[src/flash_pkg.sv]
`default_nettype none

package flash_pkg;

    // Instruction word as seen on the Wishbone side
    typedef logic [31:0] flash_word_t;

    // Byte address into the SPI NOR array
    typedef logic [23:0] flash_addr_t;

    // Flash commands used by the bridge
    typedef enum logic [7:0] {
        spi_read      = 8'h03,
        spi_reset_en  = 8'h66,
        spi_reset_req = 8'h99
    } spi_opcode_e;

    // Reset sequencer and fetch states
    typedef enum logic [2:0] {
        st_reset,
        st_reset_en_start,
        st_reset_en,
        st_reset_req_start,
        st_reset_req,
        st_waiting,
        st_running
    } seq_state_e;

    // Code region starts at 1 MiB into the flash
    localparam flash_addr_t flash_code_base = 24'h10_0000;

    // Recovery time in wb_clk cycles after the software reset pair
    localparam int recover_cycles = 1024;

    // Field lengths of one SPI transaction
    localparam int cmd_bits  = 8;
    localparam int addr_bits = 24;
    localparam int data_bits = 32;

endpackage

`default_nettype wire

[src/spi_cmd_if.sv]
`default_nettype none

interface spi_cmd_if;

    // Request side owned by the fetch controller
    flash_pkg::spi_opcode_e code;
    logic                   tx_addr;
    logic                   no_read;
    flash_pkg::flash_addr_t addr;
    logic                   req;

    // Result side owned by the serial engine
    flash_pkg::flash_word_t rdata;
    logic                   ready;

    modport ctrl (
        output code,
        output tx_addr,
        output no_read,
        output addr,
        output req,
        input  rdata,
        input  ready
    );

    modport engine (
        input  code,
        input  tx_addr,
        input  no_read,
        input  addr,
        input  req,
        output rdata,
        output ready
    );

endinterface

`default_nettype wire

[src/flash_fetch_ctrl.sv]
`default_nettype none

module flash_fetch_ctrl (
    input wire                     wb_clk,
    input wire                     wb_rst,
    input wire [31:0]              wb_ibus_adr,
    input wire                     wb_ibus_cyc,
    output flash_pkg::flash_word_t wb_ibus_rdt,
    output logic                   wb_ibus_ack,
    spi_cmd_if.ctrl                cmd
);

    flash_pkg::seq_state_e  state;
    flash_pkg::spi_opcode_e code_q;
    logic                   tx_addr_q;
    logic                   no_read_q;

    // Request pulse used by the reset sequence
    logic seq_req;

    logic [9:0] wait_cnt;

    logic running;
    logic fetching;
    logic fetch_start;
    flash_pkg::flash_word_t rdata_swap;

    assign running     = (state == flash_pkg::st_running);
    assign fetch_start = running & wb_ibus_cyc & cmd.ready & !fetching;

    // Reset sequencer
    always_ff @(posedge wb_clk) begin
        if (wb_rst) begin
            state     <= flash_pkg::st_reset;
            code_q    <= flash_pkg::spi_read;
            tx_addr_q <= 1'b1;
            no_read_q <= 1'b0;
            seq_req   <= 1'b0;
            wait_cnt  <= '0;
        end else begin
            case (state)
                flash_pkg::st_reset: begin
                    state     <= flash_pkg::st_reset_en_start;
                    code_q    <= flash_pkg::spi_reset_en;
                    tx_addr_q <= 1'b0;
                    no_read_q <= 1'b1;
                    seq_req   <= 1'b1;
                end
                flash_pkg::st_reset_en_start: begin
                    seq_req <= 1'b0;
                    state   <= flash_pkg::st_reset_en;
                end
                flash_pkg::st_reset_en: begin
                    if (cmd.ready) begin
                        state   <= flash_pkg::st_reset_req_start;
                        code_q  <= flash_pkg::spi_reset_req;
                        seq_req <= 1'b1;
                    end
                end
                flash_pkg::st_reset_req_start: begin
                    seq_req <= 1'b0;
                    state   <= flash_pkg::st_reset_req;
                end
                flash_pkg::st_reset_req: begin
                    // Set up for plain reads once both commands are sent
                    if (cmd.ready) begin
                        state     <= flash_pkg::st_waiting;
                        code_q    <= flash_pkg::spi_read;
                        tx_addr_q <= 1'b1;
                        no_read_q <= 1'b0;
                        wait_cnt  <= '0;
                    end
                end
                flash_pkg::st_waiting: begin
                    wait_cnt <= wait_cnt + 10'd1;
                    if (wait_cnt == 10'(flash_pkg::recover_cycles - 1)) begin
                        state <= flash_pkg::st_running;
                    end
                end
                flash_pkg::st_running: begin
                    state <= flash_pkg::st_running;
                end
                default: begin
                    state <= flash_pkg::st_reset;
                end
            endcase
        end
    end

    // One outstanding fetch at a time
    always_ff @(posedge wb_clk) begin
        if (wb_rst) begin
            fetching <= 1'b0;
        end else if (fetch_start) begin
            fetching <= 1'b1;
        end else if (fetching && cmd.ready) begin
            fetching <= 1'b0;
        end
    end

    assign cmd.code    = code_q;
    assign cmd.tx_addr = tx_addr_q;
    assign cmd.no_read = no_read_q;
    assign cmd.req     = running ? fetch_start : seq_req;
    assign cmd.addr    = wb_ibus_adr[23:0] | flash_pkg::flash_code_base;

    // Flash delivers the lowest byte first
    assign rdata_swap = {cmd.rdata[7:0], cmd.rdata[15:8],
                         cmd.rdata[23:16], cmd.rdata[31:24]};

    assign wb_ibus_rdt = wb_ibus_cyc ? rdata_swap : '0;
    assign wb_ibus_ack = running & fetching & cmd.ready;

endmodule

`default_nettype wire

[src/ibus.sv]
`default_nettype none

module ibus (
    input wire         wb_clk,
    input wire         wb_rst,

    // Wishbone instruction port
    input wire  [31:0] wb_ibus_adr,
    input wire         wb_ibus_cyc,
    output logic [31:0] wb_ibus_rdt,
    output logic       wb_ibus_ack,

    // SPI flash pins
    output logic       spi_cs,
    output logic       spi_sck,
    output logic       spi_mosi,
    input wire         spi_miso
);

    // Command channel between controller and serial engine
    spi_cmd_if cmd_if ();

    flash_fetch_ctrl ctrl_i (
        .wb_clk      (wb_clk),
        .wb_rst      (wb_rst),
        .wb_ibus_adr (wb_ibus_adr),
        .wb_ibus_cyc (wb_ibus_cyc),
        .wb_ibus_rdt (wb_ibus_rdt),
        .wb_ibus_ack (wb_ibus_ack),
        .cmd         (cmd_if.ctrl)
    );

    spi_tx spi_i (
        .wb_clk   (wb_clk),
        .wb_rst   (wb_rst),
        .cmd      (cmd_if.engine),
        .spi_cs   (spi_cs),
        .spi_sck  (spi_sck),
        .spi_mosi (spi_mosi),
        .spi_miso (spi_miso)
    );

endmodule

`default_nettype wire

[src/spi_tx.sv]
`default_nettype none

module spi_tx (
    input wire        wb_clk,
    input wire        wb_rst,
    spi_cmd_if.engine cmd,
    output logic      spi_cs,
    output logic      spi_sck,
    output logic      spi_mosi,
    input wire        spi_miso
);

    typedef enum logic [1:0] {
        eng_idle,
        eng_shift,
        eng_done
    } eng_state_e;

    eng_state_e state;

    // SCK is a plain toggle of wb_clk while shifting
    logic sck_q;

    // Bit index over the full frame of opcode, address and read data
    logic [5:0] bit_cnt;
    logic [5:0] bit_next;
    logic       last_bit;
    logic       in_read;

    // Flags latched with the request
    logic tx_addr_q;
    logic no_read_q;

    logic [flash_pkg::cmd_bits+flash_pkg::addr_bits+flash_pkg::data_bits-1:0] shreg;
    flash_pkg::flash_word_t rdata_q;

    // Next bit index skips the phases that are switched off
    always_comb begin
        in_read  = bit_cnt >= 6'(flash_pkg::cmd_bits + flash_pkg::addr_bits);
        last_bit = 1'b0;
        bit_next = bit_cnt + 6'd1;
        if (bit_cnt == 6'(flash_pkg::cmd_bits - 1) && !tx_addr_q) begin
            if (no_read_q) begin
                last_bit = 1'b1;
            end else begin
                bit_next = 6'(flash_pkg::cmd_bits + flash_pkg::addr_bits);
            end
        end else if (bit_cnt == 6'(flash_pkg::cmd_bits + flash_pkg::addr_bits - 1)) begin
            last_bit = no_read_q;
        end else if (bit_cnt == 6'(flash_pkg::cmd_bits + flash_pkg::addr_bits
                                   + flash_pkg::data_bits - 1)) begin
            last_bit = 1'b1;
        end
    end

    always_ff @(posedge wb_clk) begin
        if (wb_rst) begin
            state   <= eng_idle;
            sck_q   <= 1'b0;
            bit_cnt <= '0;
        end else begin
            case (state)
                eng_idle: begin
                    if (cmd.req) begin
                        state   <= eng_shift;
                        sck_q   <= 1'b0;
                        bit_cnt <= '0;
                    end
                end
                eng_shift: begin
                    sck_q <= !sck_q;
                    // A bit ends with the high half of SCK
                    if (sck_q) begin
                        if (last_bit) begin
                            state <= eng_done;
                        end else begin
                            bit_cnt <= bit_next;
                        end
                    end
                end
                // CS is high here for one cycle before ready returns
                eng_done: begin
                    state <= eng_idle;
                end
                default: begin
                    state <= eng_idle;
                end
            endcase
        end
    end

    // Shift register, read data and request flags
    always_ff @(posedge wb_clk) begin
        if (state == eng_idle && cmd.req) begin
            shreg     <= {cmd.code, cmd.addr, {flash_pkg::data_bits{1'b0}}};
            tx_addr_q <= cmd.tx_addr;
            no_read_q <= cmd.no_read;
        end else if (state == eng_shift) begin
            if (sck_q) begin
                // Falling edge of SCK brings the next MOSI bit
                shreg <= {shreg[$high(shreg)-1:0], 1'b0};
            end else if (in_read) begin
                // Rising edge of SCK captures MISO
                rdata_q <= {rdata_q[30:0], spi_miso};
            end
        end
    end

    assign spi_cs    = (state != eng_shift);
    assign spi_sck   = sck_q;
    assign spi_mosi  = (state == eng_shift) & shreg[$high(shreg)];
    assign cmd.ready = (state == eng_idle);
    assign cmd.rdata = rdata_q;

endmodule

`default_nettype wire

[config.mk]
export PLATFORM = sky130hd
export DESIGN_NAME = ibus
export DESIGN_NICKNAME = d
export VERILOG_FILES = /design/src/flash_pkg.sv /design/src/spi_cmd_if.sv /design/src/flash_fetch_ctrl.sv /design/src/ibus.sv /design/src/spi_tx.sv
export SDC_FILE = /design/constraint.sdc
export NUM_CORES = 1
export LEC_CHECK = 0
export ABC_AREA = 1
export ABC_CLOCK_PERIOD_IN_PS = 5660
export BUFFER_PORTS_ARGS = -buffer_cell sky130_fd_sc_hd__buf_2
export CAP_MARGIN = 0
export CORE_MARGIN = 2
export CORE_UTILIZATION = 60
export DETAILED_ROUTE_END_ITERATION = 7
export PLACE_DENSITY = 0.89
export SYNTH_ARGS = -nofsm -noshare
export SYNTH_HDL_FRONTEND = slang
export SYNTH_SLANG_ARGS = --single-unit
export TNS_END_PERCENT = 50
[constraint.sdc]
create_clock -name wb_clk -period 5.66 [get_ports wb_clk]
set_input_delay 0.566 -clock wb_clk [delete_from_list [all_inputs] [get_ports wb_clk]]
set_output_delay 0.566 -clock wb_clk [all_outputs]
set_load 0.02 [all_outputs]
==> flow_metrics.py, run 1 <==
metrics = {
    "drt": {
        "wl_um": 7850,
        "wire_per_inst_um": 12.5,
        "dr.first_iter.drc_count": 164,
        "ant_nets": 0,
        "drtPass1Iterations": 4,
        "drc_errors": 0,
        "via_count": 3251,
        "vias_per_cell": 5.18,
    },
    "pwr": {
        "intPower_mw": 1.30,
        "clkPwrFrac_pct": 21.0,
        "power_switching_mw": 0.699,
        "power_switching_share_pct": 35.0,
        "power_frac_seq_pct": 50.5,
        "cellLeakagePower_nw": 2.34,
        "power_density_nw_per_um2": 416,
        "comb_power_share_pct": 28.6,
        "ir_drop_mv": 0.309,
    },
    "global_route": {
        "grt_pass1_wl_um": 12600,
        "met2_usage_pct": 36.6,
        "antenna_found_initial": 0,
        "grt_max_degree": 39,
        "grt_pass1_vias": 2957,
        "grtUsageMet1_pct": 25.9,
        "grt_overflow": 0,
        "use_met3_pct": 4.34,
        "track_usage_pct": 21.2,
        "top_usage_layer": "met2",
    },
    "cells_and_area": {
        "antennaDiodeCount": 0,
        "nNetsFinal": 572,
        "fillers": 537,
        "area_delta_synth_final_pct": 13.2,
        "drive_gt1_share_pct": 16.4,
        "fin_cells": 628,
    },
    "clock_tree": {
        "clockBufferDepth": 2,
        "post_cts_buffers": 0,
        "holdBufCountCts": 0,
        "cts.sinks": 96,
        "clock_latency_ps": 360,
        "clk_pin_slew_ps": 80,
        "tritoncts": "built",
        "root_buffer": "clkbuf_8",
        "numCtsBuffers": 9,
        "htreeDepth": 3,
        "post_cts_resized": 0,
    },
    "floorplan": {
        "dieArea_um2": 7760,
        "die_height_um": 88.1,
        "fp.coreArea_um2": 6830,
        "io_pins": 72,
        "die_w_um": 88.1,
        "initial_core_util_pct": 62.1,
        "row_count": 30,
    },
    "worst_setup_path": {
        "rrSetupSlack_ps": 3330,
        "rr_startpoint": "spi_i.state[0]",
        "cp_data_arrival_time_ps": 1880,
        "cp.required_ps": 5090,
        "end_kind": "output port",
        "crit_type": "flip-flop to output port",
        "r2r-end": "spi_i.cmd.rdata[0]",
        "crit_path_start_kind": "flip-flop",
        "path_max_fanout": 37,
        "r2r_cells": 6,
        "crit_start": "spi_i.state[0]",
    },
    "sta": {
        "drv_slew": 0,
        "post-route-period-util_pct": 43.3,
        "final_hold_viol_count": 0,
        "rsz0062_at_grt": "no",
        "relSlewSlack_pct": 47.7,
        "max_freq_mhz": 408,
        "worst-slew-pin-transition_ps": 783,
        "fin_tns_setup_ps": 0,
        "fin_crit_ps": 2450,
        "finalSetupViolCount": 0,
        "fin_skew_ps": 10.5,
    },
    "logic_synthesis": {
        "syn_area_per_cell_um2": 9.09,
        "synth_nets": 511,
        "ys_types": 26,
        "ys.warnings.count": 0,
        "synth_seq_cells": 96,
        "seq_area_frac_synth_pct": 60.6,
        "synth_cells": 467,
        "synthesis.area_um2": 4240,
    },
    "placed_design": {
        "placed_cells": 613,
        "place_congestion": 0.840,
        "port_buffers": 62,
        "hpwlAfterDp_um": 5380,
    },
    "status": {
        "status": "finished clean",
    },
    "hold_path": {
        "min_from": "spi_miso",
        "hp-class": "input pin to flip-flop",
        "hold_path_end": "spi_i.cmd.rdata[0]",
        "min_path_cells": 1,
    },
    "job": {
        "cap_violations": 0,
    },
}
==> critical path: stages (launching register included) <==
cell     delay (ps)
dfxtp_1         400
inv_2            60
nor2_4          590
inv_2           180
nor2_1          130
buf_2           170
==> cell usage in the layout (no fill, tap or decap), types with 3 or more instances in the layout <==
cell type	instances
a21oi_1	25
buf_2	62
clkbuf_8	9
dfxtp_1	31
edfxtp_1	65
ha_1	8
inv_1	64
inv_2	3
nand2_1	141
nand3_1	51
nor2_1	29
nor3_1	5
o21ai_0	15
==> routing by layer <==
layer  part of all wire, %  up-vias
li1                      -     1635
met1                    44     1478
met2                    49      123
met3                   5.6       15
met4                   2.0        0
met5                     0        -
==> state kept, by name, indices dropped and copies added, names as in the netlist, 2 cells and up <==
| name | flops |
|---|---|
| ctrl_i.state | 3 |
| ctrl_i.wait_cnt | 10 |
| spi_i.cmd.rdata | 32 |
| spi_i.shreg | 32 |
| spi_i.state | 2 |
| spi_i.bit_cnt | 6 |
| ctrl_i.cmd.code | 4 |
==> power by group through the flow <==
stage	Combinational (mW)	Clock (mW)	Sequential [mW]
finish	0.571	0.419	1.01
detailed placement	0.565	0	1.02
floorplan	0.444	0	1.01
CTS	0.575	0.426	1.01
global route	0.650	0.448	1.02
global placement	0.537	0	1.02
==> kinds of logic after synthesis <==
logic type,Yosys count,synth area share (%)
adders and majority gates,8,2.36
AOI/OAI and AO/OA,43,5.31
and+or+nand+nor,238,24.2
DFF,96,60.6
buffers and inverters,82,7.55
==> cells in the mapped netlist, drive strengths merged <==
library cell	n	area share (%)
and3	1	0.15
a211oi	2	0.35
nand2	145	13
buf	4	0.65
edfxtp	65	46
dfxtp	31	15
clkinv	1	0.088
inv	67	5.9
ha	8	2.4
clkbuf	10	0.88
o211a	1	0.24
nand3	51	6.0
or2	1	0.15
nor3	5	0.59
nor2	32	3.2
a21oi	25	2.9
o21ai	15	1.8
nand4	3	0.80
==> through the flow <==
| stage | total power [mW] | area, um^2 | worst slack (ps) | utilization (%) | hold slack, ps |
|---|---|---|---|---|---|
| finish | 2.00 | 4810 | 3210 | 70.3 | 403 |
| floorplan | 1.45 | 4240 | 2930 | - | 409 |
| global route | 2.12 | 4810 | 3050 | 70.3 | 391 |
| global placement | 1.55 | 4630 | 3340 | 67.7 | 416 |
| CTS | 2.01 | 4810 | 3180 | 70.3 | 400 |
| detailed placement | 1.59 | 4630 | 3250 | 67.7 | 423 |
==> worst max-delay path by stage <==
stage                              end  slack (ps)  cells after the start
global placement      spi_i.bit_cnt[1]        3340                     10
floorplan           spi_i.cmd.rdata[0]        2930                      5
CTS                           spi_mosi        3180                      5
global route                  spi_mosi        3050                      5
finish                        spi_mosi        3210                      5
detailed placement    spi_i.bit_cnt[1]        3250                     10
==> final cells by class <==
type	instances	area, um^2	area share, %
clock buffers	11	131	2.73
multi-input cells	289	1350	28.2
well taps	96	120	2.50
flip-flops and latches	96	2570	53.5
repair buffers	64	325	6.77
clock inverters	4	47.5	0.989
inverters	68	255	5.31
(Power assumes the default switching activity.)
==> run 2, diff against run 1 <==
--- a/config.mk
+++ b/config.mk
@@ -5,14 +5,14 @@
 export SDC_FILE = /design/constraint.sdc
 export NUM_CORES = 1
 export LEC_CHECK = 0
-export ABC_AREA = 1
-export ABC_CLOCK_PERIOD_IN_PS = 5660
+export ABC_AREA = 0
+export ABC_CLOCK_PERIOD_IN_PS = 2000
 export BUFFER_PORTS_ARGS = -buffer_cell sky130_fd_sc_hd__buf_2
 export CAP_MARGIN = 0
 export CORE_MARGIN = 2
-export CORE_UTILIZATION = 60
+export CORE_UTILIZATION = 50
 export DETAILED_ROUTE_END_ITERATION = 7
-export PLACE_DENSITY = 0.89
+export PLACE_DENSITY = 0.8
 export SYNTH_ARGS = -nofsm -noshare
 export SYNTH_HDL_FRONTEND = slang
 export SYNTH_SLANG_ARGS = --single-unit
==> constraint.sdc (replaced) <==
create_clock -name wb_clk -period 2 [get_ports wb_clk]
set_input_delay 0.2 -clock wb_clk [delete_from_list [all_inputs] [get_ports wb_clk]]
set_output_delay 0.2 -clock wb_clk [all_outputs]
set_load 0.02 [all_outputs]
==> run 2 against run 1 <==
  * Die area increased by 16%
  * Count of clock-buffer cells in the layout is 1 lower
  * Cell count down 18%
==> flow_metrics.py, run 2 <==
metrics = {
    "pwr": {
        "cellLeakagePower_nw": 1.84,
        "finalPower_mw": 5.35,
        "ir_drop_mv": 0.466,
        "power_density_nw_per_um2": 1100,
    },
    "drt": {
        "dr.first_iter.drc_count": 182,
        "wire_per_inst_um": 15.2,
        "wl_um": 7810,
        "vias_per_cell": 5.51,
        "ant_nets": 0,
        "drtPass1Iterations": 4,
        "drc_errors": 0,
        "via_count": 2822,
    },
    "clock_tree": {
        "root_buffer": "clkbuf_8",
        "htreeDepth": 3,
        "clock_latency_ps": 360,
        "post_cts_buffers": 0,
        "tritoncts": "built",
        "post_cts_resized": 0,
        "cts.sinks": 96,
        "clockBufferDepth": 2,
        "holdBufCountCts": 0,
        "clk_pin_slew_ps": 90,
        "numCtsBuffers": 9,
    },
    "logic_synthesis": {
        "ys_top_cells_by_count": "edfxtp_1 (65), and2_1 (35), dfxtp_1 (31)",
        "ys.warnings.count": 0,
        "synth_flop_cell": "edfxtp_1",
        "synthesis.area_um2": 4130,
        "synth_area_leader_cell": "edfxtp_1",
        "syn_area_per_cell_um2": 12.4,
        "synth_edf_count": 65,
        "yosys-top-cells-area": "edfxtp_1 (47%), dfxtp_1 (15%), a22o_1 (6.4%)",
        "synth_top_cell_area_share_pct": 47.3,
        "synth.most_common_cell": "edfxtp_1",
        "async_reset_ff_share_pct": 0,
        "seq_area_frac_synth_pct": 62.3,
        "ys_types": 51,
        "synth_seq_cells": 96,
        "synth_cells": 334,
        "synth_nets": 378,
    },
    "sta": {
        "finalWorstSetupSlack_ps": 112,
        "post-route-period-util_pct": 94.4,
        "fin_tns_setup_ps": 0,
        "fin_skew_ps": 17.2,
        "fin_crit_ps": 1890,
        "max_freq_mhz": 530,
        "relSlewSlack_pct": 68.8,
        "final_hold_viol_count": 0,
        "rsz0062_at_grt": "no",
        "worst-slew-pin-transition_ps": 467,
        "finalSetupViolCount": 0,
        "drv_slew": 0,
    },
    "cells_and_area": {
        "drive_gt1_share_pct": 24.6,
        "area_delta_synth_final_pct": 17.5,
        "seq_area_um2": 2570,
        "nNetsFinal": 446,
        "fillers": 676,
        "stdcell_area_um2": 4850,
        "final_cell_mix": "edfxtp_1 (65), buf_2 (62), and2_1 (35)",
        "multi_input_area_um2": 1490,
        "fin_cells": 512,
        "final_common_cell": "edfxtp_1",
        "antennaDiodeCount": 0,
    },
    "global_route": {
        "grt_pass1_vias": 2551,
        "grt_overflow": 0,
        "grt_pass1_wl_um": 12400,
        "grt_max_degree": 40,
        "antenna_found_initial": 0,
        "track_usage_pct": 17.9,
    },
    "placed_design": {
        "port_buffers": 62,
        "placed_cells": 496,
        "pre_cts_ws_ps": 39.6,
        "place_area_um2": 4640,
        "place_congestion": 0.896,
        "hpwlAfterDp_um": 5320,
    },
    "worst_setup_path": {
        "r2r_cells": 4,
        "path_cells": "or4_4, a211o_4, a211o_1, a31oi_1",
        "cp.required_ps": 2290,
        "cp_data_arrival_time_ps": 2180,
        "crit_slowest_cell": "or4_4",
        "crit_path_start_kind": "flip-flop",
        "rr_startpoint": "spi_i.bit_cnt[5]",
        "r2r-end": "spi_i.bit_cnt[3]",
        "crit_buf_inv": 0,
        "crit_type": "flip-flop to flip-flop",
        "end_kind": "flip-flop",
        "crit_family": "compound AO/OA/AOI/OAI gates",
        "path_max_fanout": 8,
        "slowest_delay_ps": 560,
        "rrSetupSlack_ps": 110,
    },
    "floorplan": {
        "die_height_um": 94.9,
        "row_count": 33,
        "initial_core_util_pct": 51.0,
        "die_w_um": 94.9,
        "dieArea_um2": 9000,
        "io_pins": 72,
        "fp.coreArea_um2": 8090,
    },
    "hold_path": {
        "hold_path_end": "spi_i.cmd.rdata[0]",
        "min_path_cells": 1,
        "min_from": "spi_miso",
        "hp-class": "input pin to flip-flop",
    },
    "status": {
        "status": "finished clean",
    },
    "job": {
        "cap_violations": 0,
    },
}
run 2: cell count changes after synthesis, moves of 5 or more:
cell,delta
a21oi_1,-12
mux2i_1,+5
and2_1,+35
nor2_1,-13
nand2_1,-125
nand2b_1,+7
nand3_1,-44
o21ai_0,-10
a22o_1,+30
inv_1,-55
run 2: kinds of logic (layout without fill, tap and decap cells):
group | count (synthesis) | after routing | share of synthesized area (%)
AOI/OAI and AO/OA | 82 | 82 | 15.2
and+or+nand+nor | 110 | 110 | 15.0
muxes | 6 | 6 | 1.49
adders and majority gates | 8 | 8 | 2.43
buffers and inverters | 27 | 100 | 2.52
DFF | 96 | 96 | 62.3
xor gates and xnor gates | 5 | 5 | 1.06
run 2: cell type report:
cell class | instances | share of cell area, %
multi-input cells | 211 | 30.6
clock buffers | 10 | 2.63
well taps | 105 | 2.71
clock inverters | 6 | 1.37
inverters | 10 | 0.774
repair buffers | 74 | 8.85
flip-flops and latches | 96 | 53.0
run 2: power by group:
| group | switching (mW) | leakage [nW] | internal, mW |
|---|---|---|---|
| logic | 0.815 | 0.892 | 0.549 |
| clock network | 0.661 | 0.0909 | 0.583 |
| registers | 0.164 | 0.857 | 2.58 |
| total | 1.64 | 1.84 | 3.71 |
run 2: worst max-delay path by stage:
stage,from,to,slack (ps),cells after the start
finish,spi_i.bit_cnt[5],spi_i.bit_cnt[3],110,4
global route,ctrl_i.state[0],spi_i.shreg[56],7,5
CTS,ctrl_i.state[0],ctrl_i.wait_cnt[8],20,6
detailed placement,ctrl_i.state[0],ctrl_i.wait_cnt[8],40,6
global placement,ctrl_i.state[0],ctrl_i.wait_cnt[8],120,6
floorplan,spi_i.state[1],spi_i.cmd.rdata[0],30,3
run 2: metrics by stage:
stage,hold slack (ps),utilization [%]
after global placement,378,57.4
after detailed placement,380,57.4
final,18.3,59.9
after floorplan,299,-
after CTS,4.81,59.8
after global routing,8.65,59.9
run 2: per-layer routing:
| metal | vias up | global-route usage, % | share of wire, % |
|---|---|---|---|
| met5 | - | 0 | 0 |
| met4 | 0 | 6.52 | 1.4 |
| met3 | 8 | 2.87 | 2.7 |
| met2 | 41 | 27.4 | 50 |
| met1 | 1383 | 25.7 | 46 |
| li1 | 1390 | - | - |
==> run 3, diff against run 2 <==
--- a/config.mk
+++ b/config.mk
@@ -12,7 +12,8 @@
 export CORE_MARGIN = 2
 export CORE_UTILIZATION = 50
 export DETAILED_ROUTE_END_ITERATION = 7
-export PLACE_DENSITY = 0.8
+export PLACE_DENSITY_LB_ADDON = 0.1
+export SKIP_LAST_GASP = 1
 export SYNTH_ARGS = -nofsm -noshare
 export SYNTH_HDL_FRONTEND = slang
 export SYNTH_SLANG_ARGS = --single-unit
==> run 3 against run 2 <==
  * Count of clock-buffer cells in the layout decreased by 1
  * Highest routed layer unchanged
  * Critical path type unchanged
  * Clock skew decreased by 6.9 ps
  * Fmax decreased by 0.33%
  * Critical path depth unchanged
  * Global-route usage decreased by 0.77 points
  * Total power increased by 2.6%
  * Design area increased by 1.3%
  * Cell count increased by 1.2%
  * Core utilization increased by 0.79 points
  * Non-clock buffer count increased by 6
  * Via count decreased by 0.99%
==> flow_metrics.py, run 3 (synthesized netlist as in run 2, its figures left out) <==
metrics = {
    "status": {
        "status": "finished clean",
    },
    "floorplan": {
        "row_count": 33,
        "io_pins": 72,
        "initial_core_util_pct": 51.0,
        "die_w_um": 94.9,
        "fp.coreArea_um2": 8090,
        "die_height_um": 94.9,
        "dieArea_um2": 9000,
    },
    "sta": {
        "drv_slew": 0,
        "post-route-period-util_pct": 94.7,
        "rsz0062_at_grt": "yes",
        "fin_skew_ps": 10.3,
        "worst-slew-pin-transition_ps": 506,
        "relSlewSlack_pct": 66.0,
        "fin_tns_setup_ps": 0,
        "fin_hold_ws_ps": 23.2,
        "fin_crit_ps": 1890,
        "finalSetupViolCount": 0,
        "max_freq_mhz": 528,
        "final_hold_viol_count": 0,
    },
    "cells_and_area": {
        "final_core_util_pct": 60.7,
        "fin_cells": 518,
        "final_cell_mix": "edfxtp_1 (65), buf_2 (62), and2_1 (35)",
        "antennaDiodeCount": 0,
        "nNetsFinal": 452,
        "final_common_cell": "edfxtp_1",
        "drive_gt1_share_pct": 26.2,
        "area_delta_synth_final_pct": 19.0,
    },
    "pwr": {
        "ir_drop_mv": 0.553,
        "power_density_nw_per_um2": 1120,
        "cellLeakagePower_nw": 1.88,
    },
    "placed_design": {
        "port_buffers": 62,
        "placed_cells": 501,
        "hpwlAfterDp_um": 5130,
        "place_congestion": 0.758,
    },
    "global_route": {
        "grt_overflow": 0,
        "track_usage_pct": 17.1,
        "grt_pass1_wl_um": 11800,
        "grt_pass1_vias": 2476,
        "antenna_found_initial": 0,
        "grt_max_degree": 40,
    },
    "clock_tree": {
        "clock_latency_ps": 350,
        "cts.sinks": 96,
        "clk_pin_slew_ps": 90,
        "clockBufferDepth": 2,
        "tritoncts": "built",
        "root_buffer": "clkbuf_8",
        "holdBufCountCts": 0,
        "htreeDepth": 3,
        "numCtsBuffers": 9,
    },
    "job": {
        "cap_violations": 0,
    },
    "drt": {
        "vias_per_cell": 5.39,
        "drc_errors": 0,
        "via_count": 2794,
        "wl_um": 7540,
        "drtPass1Iterations": 4,
        "dr.first_iter.drc_count": 125,
        "ant_nets": 0,
        "wire_per_inst_um": 14.5,
    },
    "hold_path": {
        "hp-class": "input pin to flip-flop",
    },
    "worst_setup_path": {
        "crit_slowest_cell": "or4_4",
        "crit_buf_inv": 0,
        "path_cells": "or4_4, a211o_4, a211o_1, a31oi_1",
        "cp_data_arrival_time_ps": 2170,
        "rrSetupSlack_ps": 110,
        "crit_type": "flip-flop to flip-flop",
        "cp.required_ps": 2280,
        "end_kind": "flip-flop",
        "path_max_fanout": 8,
        "slowest_delay_ps": 530,
        "crit_path_start_kind": "flip-flop",
        "crit_family": "compound AO/OA/AOI/OAI gates",
    },
}
## run 3: power by group
group | leakage [nW] | switching (mW) | total [mW] | internal [mW]
clock network | 0.0982 | 0.672 | 1.27 | 0.593
registers | 0.857 | 0.179 | 2.75 | 2.57
logic | 0.926 | 0.834 | 1.47 | 0.636
total | 1.88 | 1.69 | 5.49 | 3.80
## run 3: through the flow
step,cell area (um^2),power (mW),worst slack (ps)
3_5_place_dp,4690,4.21,85.4
3_3_place_gp,4690,4.19,138
5_1_grt,4910,5.79,-11.0
6_report,4910,5.49,106
2_1_floorplan,4150,3.71,28.6
4_1_cts,4900,5.49,72.5
## run 3: per-layer routing
layer	vias to the layer above	wire length [um]	global-route usage (%)	share of wire (%)
li1	1402	-	-	-
met2	48	3410	25.1	45
met3	10	282	3.03	3.7
met5	-	0	0	0
met4	0	108	6.76	1.4
met1	1334	3740	25.2	50
## run 3: final cells by class
type	instances	area, um^2
Clock inverter	7	78.8
Tap cell	105	131
Clock buffer	9	124
Sequential cell	96	2570
Multi-Input combinational cell	211	1490
Fill cell	700	3180
Timing Repair Buffer	80	483
Inverter	10	37.5
## run 3: worst paths after layout
path | startpoint | endpoint | depth (start not counted)
setup / recovery | spi_i.bit_cnt[3] | spi_i.bit_cnt[3] | 4
hold / removal | spi_miso | spi_i.cmd.rdata[0] | 1
setup reg to reg | spi_i.bit_cnt[3] | spi_i.bit_cnt[3] | 4
hold reg to reg | spi_i.cmd.rdata[7] | spi_i.cmd.rdata[8] | 0
## run 3: timing repair
action	CTS	global route
setup buffers	0	1
setup endpoints to repair	0	3
resized for setup	0	2
hold endpoints to repair	0	0
